==> src/mem_pkg.sv <==
//**********************************************************************
// Memory-side map: 64 words, higher byte-address bits alias
// Address bit 7 picks the slow region; wait counts must be 2 or more
//**********************************************************************
package mem_pkg;

    // Word index taken from byte-address bits 7:2
    typedef logic [5:0] mem_index_t;

    localparam int MEM_DEPTH = 64;
    localparam int INDEX_LSB = 2;

    // Address bit that selects the latency region
    localparam int REGION_BIT = 7;

    // Wide enough for the slow region count
    typedef logic [2:0] wait_count_t;

    // Cycles from strobe to ready per region
    localparam wait_count_t WAIT_FAST = 3'd2;
    localparam wait_count_t WAIT_SLOW = 3'd5;

endpackage

==> src/axil_pkg.sv <==
//**********************************************************************
// AXI4-Lite types for a 32-bit data bus with 4 byte lanes
// Only the OKAY response is produced; no protection or error codes
//**********************************************************************
package axil_pkg;

    // Byte address as seen on the AW and AR channels
    typedef logic [31:0] axil_addr_t;

    // One bus word and its byte-lane enables
    typedef logic [31:0] axil_data_t;
    typedef logic [3:0]  axil_strb_t;

    // BRESP / RRESP encoding
    typedef logic [1:0]  axil_resp_t;

    localparam axil_resp_t RESP_OKAY = 2'b00;

    // Shared by the write and the read machine of the bridge
    typedef enum logic [1:0] {
        IDLE,
        WAIT_READY,
        RESPOND
    } bridge_state_e;

endpackage
==> src/mm_if.sv <==
//**********************************************************************
// Memory port: one strobe at a time, a and d held until ready
//**********************************************************************
interface mm_if import axil_pkg::*, mem_pkg::*; ();

    // Request side, driven by the bridge
    axil_addr_t a;
    axil_data_t d;
    axil_strb_t strb;
    logic       rd;
    logic       we;

    // Completion side
    axil_data_t spo;
    logic       ready;

    // Word index into the RAM, aliasing above bit 7
    mem_index_t index;

    assign index = a[INDEX_LSB +: $bits(mem_index_t)];

    modport bridge (output a, d, strb, rd, we, input spo, ready);

    modport timer (input a, rd, we, output ready);

    modport ram (input a, index, d, strb, rd, we, output spo);

endinterface

==> src/axil_mem_top.sv <==
//**********************************************************************
// AXI4-Lite word memory, 256-byte window aliased over the address space
// Latency 2 waits below 0x80 and 5 waits above, responses always OKAY
//**********************************************************************
module axil_mem_top import axil_pkg::*; (
    input  logic       s_axi_clk,
    input  logic       s_axi_aresetn,
    // Write address
    input  axil_addr_t s_axi_awaddr,
    input  logic       s_axi_awvalid,
    output logic       s_axi_awready,
    // Write data
    input  axil_data_t s_axi_wdata,
    input  axil_strb_t s_axi_wstrb,
    input  logic       s_axi_wvalid,
    output logic       s_axi_wready,
    // Write response
    output axil_resp_t s_axi_bresp,
    output logic       s_axi_bvalid,
    input  logic       s_axi_bready,
    // Read address
    input  axil_addr_t s_axi_araddr,
    input  logic       s_axi_arvalid,
    output logic       s_axi_arready,
    // Read data
    output axil_data_t s_axi_rdata,
    output axil_resp_t s_axi_rresp,
    output logic       s_axi_rvalid,
    input  logic       s_axi_rready
);

    mm_if mem_bus ();

    axil2mm_fsm u_bridge (
        .s_axi_clk     (s_axi_clk),
        .s_axi_aresetn (s_axi_aresetn),
        .s_axi_awaddr  (s_axi_awaddr),
        .s_axi_awvalid (s_axi_awvalid),
        .s_axi_awready (s_axi_awready),
        .s_axi_wdata   (s_axi_wdata),
        .s_axi_wstrb   (s_axi_wstrb),
        .s_axi_wvalid  (s_axi_wvalid),
        .s_axi_wready  (s_axi_wready),
        .s_axi_bresp   (s_axi_bresp),
        .s_axi_bvalid  (s_axi_bvalid),
        .s_axi_bready  (s_axi_bready),
        .s_axi_araddr  (s_axi_araddr),
        .s_axi_arvalid (s_axi_arvalid),
        .s_axi_arready (s_axi_arready),
        .s_axi_rdata   (s_axi_rdata),
        .s_axi_rresp   (s_axi_rresp),
        .s_axi_rvalid  (s_axi_rvalid),
        .s_axi_rready  (s_axi_rready),
        .mem           (mem_bus)
    );

    // Sets the access latency per region
    mm_wait_timer u_timer (
        .s_axi_clk     (s_axi_clk),
        .s_axi_aresetn (s_axi_aresetn),
        .mem           (mem_bus)
    );

    mm_ram u_ram (
        .s_axi_clk (s_axi_clk),
        .mem       (mem_bus)
    );

endmodule

==> src/mm_ram.sv <==
//**********************************************************************
// 64 x 32 word RAM with byte-lane writes and registered read data
// Contents are not cleared by reset
//**********************************************************************
module mm_ram import axil_pkg::*, mem_pkg::*; (
    input logic s_axi_clk,
    mm_if.ram   mem
);

    axil_data_t ram_q [MEM_DEPTH];

    // Write lanes under strb
    always_ff @(posedge s_axi_clk) begin
        if (mem.we) begin
            for (int i = 0; i < $bits(axil_strb_t); i++) begin
                if (mem.strb[i]) begin
                    ram_q[mem.index][8*i +: 8] <= mem.d[8*i +: 8];
                end
            end
        end
    end

    // spo holds the word until the next rd
    always_ff @(posedge s_axi_clk) begin
        if (mem.rd) begin
            mem.spo <= ram_q[mem.index];
        end
    end

    a_rd_we_exclusive: assert property (@(posedge s_axi_clk)
        mem.we |-> !mem.rd);

endmodule

==> src/mm_wait_timer.sv <==
//**********************************************************************
// Returns ready exactly N cycles after a rd or we strobe
// N is taken from the region bit of a in the strobe cycle
//**********************************************************************
module mm_wait_timer import axil_pkg::*, mem_pkg::*; (
    input logic  s_axi_clk,
    input logic  s_axi_aresetn,
    mm_if.timer  mem
);

    localparam axil_addr_t REGION_MASK = axil_addr_t'(1) << REGION_BIT;

    wait_count_t count_q;
    wait_count_t load_val;
    logic        strobe;

    assign strobe = mem.rd || mem.we;

    // Loaded one short since the strobe cycle itself counts
    assign load_val = ((mem.a & REGION_MASK) != '0) ? WAIT_SLOW - wait_count_t'(1)
                                                    : WAIT_FAST - wait_count_t'(1);

    always_ff @(posedge s_axi_clk) begin
        if (!s_axi_aresetn) begin
            count_q   <= '0;
            mem.ready <= 1'b0;
        end else begin
            mem.ready <= 1'b0;
            if (strobe) begin
                count_q <= load_val;
            end else if (count_q != '0) begin
                count_q <= count_q - 1'b1;
                // Last count, ready goes out next cycle
                if (count_q == wait_count_t'(1)) begin
                    mem.ready <= 1'b1;
                end
            end
        end
    end

    a_ready_after_strobe: assert property (@(posedge s_axi_clk) disable iff (!s_axi_aresetn)
        mem.ready |-> $past(mem.rd || mem.we, WAIT_FAST) || $past(mem.rd || mem.we, WAIT_SLOW));

    // Bridge must wait for ready before the next strobe
    a_no_strobe_busy: assert property (@(posedge s_axi_clk) disable iff (!s_axi_aresetn)
        strobe |-> count_q == '0);

endmodule

==> src/axil2mm_fsm.sv <==
//**********************************************************************
// AXI4-Lite slave handling one transaction at a time, writes before reads
// AW and W must be valid in the same cycle to start a write
//**********************************************************************
module axil2mm_fsm import axil_pkg::*; (
    input  logic       s_axi_clk,
    input  logic       s_axi_aresetn,
    // Write address
    input  axil_addr_t s_axi_awaddr,
    input  logic       s_axi_awvalid,
    output logic       s_axi_awready,
    // Write data
    input  axil_data_t s_axi_wdata,
    input  axil_strb_t s_axi_wstrb,
    input  logic       s_axi_wvalid,
    output logic       s_axi_wready,
    // Write response
    output axil_resp_t s_axi_bresp,
    output logic       s_axi_bvalid,
    input  logic       s_axi_bready,
    // Read address
    input  axil_addr_t s_axi_araddr,
    input  logic       s_axi_arvalid,
    output logic       s_axi_arready,
    // Read data
    output axil_data_t s_axi_rdata,
    output axil_resp_t s_axi_rresp,
    output logic       s_axi_rvalid,
    input  logic       s_axi_rready,
    // Memory port
    mm_if.bridge       mem
);

    bridge_state_e wr_state;
    bridge_state_e rd_state;

    logic wr_start;
    logic rd_start;

    // Both machines must be idle and a full write request defers a read
    assign wr_start = (wr_state == IDLE) && (rd_state == IDLE)
                      && s_axi_awvalid && s_axi_wvalid;
    assign rd_start = (wr_state == IDLE) && (rd_state == IDLE)
                      && s_axi_arvalid && !(s_axi_awvalid && s_axi_wvalid);

    // No error decoding
    assign s_axi_bresp = RESP_OKAY;
    assign s_axi_rresp = RESP_OKAY;

    always_ff @(posedge s_axi_clk) begin
        if (!s_axi_aresetn) begin
            wr_state      <= IDLE;
            rd_state      <= IDLE;
            s_axi_awready <= 1'b0;
            s_axi_wready  <= 1'b0;
            s_axi_arready <= 1'b0;
            s_axi_bvalid  <= 1'b0;
            s_axi_rvalid  <= 1'b0;
            mem.we        <= 1'b0;
            mem.rd        <= 1'b0;
        end else begin
            // Handshake and strobe are single-cycle pulses
            s_axi_awready <= wr_start;
            s_axi_wready  <= wr_start;
            mem.we        <= wr_start;
            s_axi_arready <= rd_start;
            mem.rd        <= rd_start;

            case (wr_state)
                IDLE: begin
                    if (wr_start) begin
                        wr_state <= WAIT_READY;
                    end
                end
                WAIT_READY: begin
                    if (mem.ready) begin
                        s_axi_bvalid <= 1'b1;
                        wr_state     <= RESPOND;
                    end
                end
                RESPOND: begin
                    if (s_axi_bready) begin
                        s_axi_bvalid <= 1'b0;
                        wr_state     <= IDLE;
                    end
                end
                default: wr_state <= IDLE;
            endcase

            case (rd_state)
                IDLE: begin
                    if (rd_start) begin
                        rd_state <= WAIT_READY;
                    end
                end
                WAIT_READY: begin
                    if (mem.ready) begin
                        s_axi_rvalid <= 1'b1;
                        rd_state     <= RESPOND;
                    end
                end
                RESPOND: begin
                    if (s_axi_rready) begin
                        s_axi_rvalid <= 1'b0;
                        rd_state     <= IDLE;
                    end
                end
                default: rd_state <= IDLE;
            endcase
        end
    end

    // Address, data and read word held for the memory port and the R channel
    always_ff @(posedge s_axi_clk) begin
        if (wr_start) begin
            mem.a    <= s_axi_awaddr;
            mem.d    <= s_axi_wdata;
            mem.strb <= s_axi_wstrb;
        end else if (rd_start) begin
            mem.a <= s_axi_araddr;
        end
        // spo was captured on the rd cycle and is still held here
        if ((rd_state == WAIT_READY) && mem.ready) begin
            s_axi_rdata <= mem.spo;
        end
    end

    // Ready only ends an access that one of the machines waits for
    a_ready_expected: assert property (@(posedge s_axi_clk) disable iff (!s_axi_aresetn)
        mem.ready |-> (wr_state == WAIT_READY) || (rd_state == WAIT_READY));

    a_bvalid_hold: assert property (@(posedge s_axi_clk) disable iff (!s_axi_aresetn)
        s_axi_bvalid && !s_axi_bready |=> s_axi_bvalid);

    // Read data must not move while the master stalls
    a_rvalid_hold: assert property (@(posedge s_axi_clk) disable iff (!s_axi_aresetn)
        s_axi_rvalid && !s_axi_rready |=> s_axi_rvalid && $stable(s_axi_rdata));

endmodule

==> config.mk <==
export PLATFORM = sky130hd
export DESIGN_NAME = axil_mem_top
export DESIGN_NICKNAME = d
export VERILOG_FILES = /design/src/mem_pkg.sv /design/src/axil_pkg.sv /design/src/mm_if.sv /design/src/axil_mem_top.sv /design/src/mm_ram.sv /design/src/mm_wait_timer.sv /design/src/axil2mm_fsm.sv
export SDC_FILE = /design/constraint.sdc
export NUM_CORES = 2
export LEC_CHECK = 0
export BUFFER_PORTS_ARGS = -buffer_cell sky130_fd_sc_hd__buf_2
export CORE_MARGIN = 2
export CORE_UTILIZATION = 52
export CTS_CLUSTER_DIAMETER = 40
export DETAILED_ROUTE_END_ITERATION = 16
export PLACE_DENSITY = 0.71
export SYNTH_ARGS = -nofsm -noshare
export SYNTH_HDL_FRONTEND = slang
export SYNTH_SLANG_ARGS = --single-unit
export TNS_END_PERCENT = 1
==> constraint.sdc <==
create_clock -name s_axi_clk -period 3 [get_ports s_axi_clk]
set_input_delay 0.6 -clock s_axi_clk [delete_from_list [all_inputs] [get_ports s_axi_clk]]
set_output_delay 0.6 -clock s_axi_clk [all_outputs]
set_load 0.02 [all_outputs]
==> results.md <==
* Clock Path Buffers at 3
* Slowest library cell on the worst path: nor2_4
* Worst-case clock skew at 36.6 ps
* Proportion of synthesized flip-flops having asynchronous set or reset at 0
* Number of synthesized register bits at roughly 2200
* Max FO, Critical Path at 9
* Kind of launch point of the worst setup path: flip-flop
* Count of final max-slew check failures at 0
* Mapped Avg Cell Area at ~17 µm²
* Max-cap violation count at 0
* Clock tree from TritonCTS: built
* Routed length per instance at 34.0 µm
* Effective utilization at floorplan at 0.523
* Final-report hold violation count at 0
* Rows at 146
* Violation count after the first detailed-route iteration at approximately 9500
* Global-route wire length before repair at 373000 µm
* CP Data Arrival Time at 3770 ps
* Type of the worst setup path: reg -> reg
* Cell repeated most along the worst path: buf_12
* Total number of nets in the final design at ~5700
* Largest voltage drop on the vdd net at 0.671 mV
* Maximum number of pins on one net before global-route repair at 65
* Fraction of the yosys area taken by sequential cells at 0.786
* TritonCTS buffer count at 228
* Area of the mapped netlist at 82600 µm²
* Avg Vias per Cell at 6.83
* Total GRT Usage at 0.324
* Crit path time final at 3100 ps
* Upper clock frequency limit at 322 MHz
* Number of global-route vias before repair at just over 50000
* Setup repair after global routing missed its margin: true
* Finish-stage setup viols at 20
* Total die area at about 160000 µm²
* Clock-pin slew on the worst setup and hold paths at about 60 ps
* Setup WS pre-CTS at -259 ps
* Most frequent cells after synthesis: edfxtp_1, nor2_1, a22oi_1
* Total Neg Setup Slack at -713 ps
* Die extent in y at 403 µm
* Number of nets with antenna violations after detailed routing at 0
* Gpl congestion at 0.945
* Synthesis-to-layout area growth at 21.1%
* Failing checks: setup timing
* Worst setup slack for register-to-register paths at -100 ps
* Latest clock arrival within the worst-skew pair at around 870 ps
* Overall die width at approximately 400 µm
* Worst Setup Slack, final at -103 ps
* Kind of path behind the tightest hold check: in -> reg
* Actual slew at the worst max-slew pin at 1260 ps
* Number of levels the H-tree was split into at 4
* Post-synth top area cell: edfxtp_1
* Number of antenna violations at the first check in global routing at 7
* Part of the cycle the worst path needs at 1.03
* Total number of vias at 53769
* Area share of the largest cell type after synthesis at 0.783
* Yosys warnings at 0
* Detailed Routing Iterations Pass 1 at 8
* Root buf cell: clkbuf_16
* Library cell with the highest instance count after synthesis: edfxtp_1
* Clock sink count at approximately 2200
* Number of DRC violations after detailed routing at 0
* Share of cells above drive strength 1 at 0.263
* Cell-by-cell listing of the critical path: buf_12 -> buf_16 -> buf_4 -> nor2_4 -> buf_12 -> buf_12 -> a22oi_1 -> o22ai_1 -> nor2_1 -> o21ai_0 -> a2111o_1
* Worst Path Required at 3670 ps
* Gate Count Post-Synth at 4788
* Outcome: finished with violations
* Fillers at between 10000 and 15000
* Leak at 33.0 nW
* Number of top-level pins at about 150
* Number of distinct library cell variants in the gate-level netlist after synthesis at between 60 and 70
* Most used flip-flop cell after synthesis: edfxtp_1
* Count of flip-flops with a built-in enable after synthesis at 2154
* Overflow left after global routing at 0
* Largest stage delay on the critical path at 660 ps
* Power per cell area at 717 nW/µm²
* Total half-perimeter wirelength after legalization and detailed placement at approximately 170000 µm
* Dominant cells by area after synthesis: edfxtp_1, a22oi_1, a221oi_1, nor2_1, mux2_2
* Overall routed net length at about 270000 µm
* Number of buffers added on ports at about 90
* Headroom to the max-slew limit at 0.153
* Sort of element at the end of the critical path: flip-flop
* Area of the core at 158000 µm²
==> state kept, by name (all words and copies together) (netlist names) <==
signal and flops:
u_bridge.s_axi_rvalid 1, u_bridge.mem.d 32, u_bridge.wr_state 2, u_bridge.s_axi_rdata 32, u_ram.mem.spo 32, u_bridge.mem.a 6
u_timer.mem.ready 1, u_bridge.s_axi_awready 1, u_bridge.s_axi_bvalid 1, u_bridge.mem.strb 4, u_bridge.rd_state 2, u_timer.count_q 3
u_ram.ram_q 2048, u_bridge.s_axi_arready 1
==> report_power, final <==
part	internal, mW	total [mW]	switching, mW
clock network	16.9	29.1	12.2
registers	33.5	33.6	0.103
logic	3.11	9.00	5.89
==> final timing paths <==
check,start,end,depth (start not counted)
max,u_bridge.mem.a[4]$_DFFE_PP_,u_ram.mem.spo[19]$_DFFE_PP_,11
min reg2reg,u_ram.mem.spo[1]$_DFFE_PP_,u_bridge.s_axi_rdata[1]$_DFFE_PP_,0
min,s_axi_awaddr[5],u_bridge.mem.a[5]$_DFFE_PP_,2
max reg2reg,u_bridge.mem.a[4]$_DFFE_PP_,u_ram.mem.spo[19]$_DFFE_PP_,11
==> per-stage QoR <==
stage | instances | utilization | cell area [µm²] | hold slack (ps) | power [mW]
2_1_floorplan | 4791 | - | 82600 | 400 | 38.2
3_3_place_gp | 7378 | 0.576 | 91100 | 405 | 42.4
3_5_place_dp | 7378 | 0.576 | 91100 | 405 | 42.5
4_1_cts | 7855 | 0.630 | 99600 | 9.22 | 71.3
5_1_grt | 7866 | 0.633 | 100000 | 32.7 | 73.1
6_report | 7872 | 0.633 | 100000 | 41.3 | 71.7
==> final cells by class <==
type                    count  area (µm²)  share of cell area
inverters                   7        32.5            0.000325
diodes                      6        15.0            0.000150
flip-flops and latches   2166       64900               0.649
well taps                2072        2590              0.0259
clock buffers             261        5930              0.0594
clock inverters           172        1920              0.0192
repair buffers            937        8190              0.0819
multi-input cells        2251       16400               0.164
==> what timing repair did <==
| action | in CTS | in global routing |
|---|---|---|
| cloned | 3 | 2 |
| endpoints found under the hold margin | 40 | 0 |
| resized for setup | 42 | 56 |
| endpoints found under the setup margin | 197 | 161 |
| setup buffers | 3 | 9 |
| hold buffers | 38 | 0 |
| pin swaps | 5 | 14 |
==> logic make-up (layout without fill, tap and decap cells) <==
group                      after synthesis  after routing  synth area share
AOI/OAI and AO/OA                     1273           1273             0.115
buffers and inverters                  375           1377            0.0218
adders and majority gates                3              3          0.000455
muxes                                  258            258            0.0389
xor gates and xnor gates                 1              1          0.000106
DFF                                   2166           2166             0.786
other                                    1             10         0.0000454
and+or+nand+nor                        711            712            0.0378
==> cell usage in the layout (no fill, tap or decap), types with 46 or more instances in the layout <==
cell,Yosys,layout
a21oi_1,106,103
a221oi_1,316,298
a22oi_1,401,395
buf_12,0,85
buf_2,146,91
buf_4,29,703
clkbuf_16,0,234
clkinv_2,0,46
edfxtp_1,2154,2154
mux2_2,104,104
mux2i_1,112,112
nand2_1,114,109
nor2_1,407,398
nor3_1,65,56
o21ai_0,103,90
o22ai_1,127,124
==> worst max-delay path, delay by kind of cell, from the launching register on <==
kind | cells | cell delay [ps]
buf+inv | 5 | 920
compound gates | 4 | 800
simple gates | 2 | 730
flops | 1 | 410
==> routing by layer <==
| metal | up-vias | global-route usage | share of wire |
|---|---|---|---|
| met1 | 26686 | 0.427 | 0.34 |
| met5 | - | 0 | 0.00012 |
| li1 | 21428 | - | - |
| met3 | 907 | 0.0927 | 0.14 |
| met4 | 6 | 0.178 | 0.061 |
| met2 | 4742 | 0.490 | 0.45 |
(Power assumes the default switching activity.)
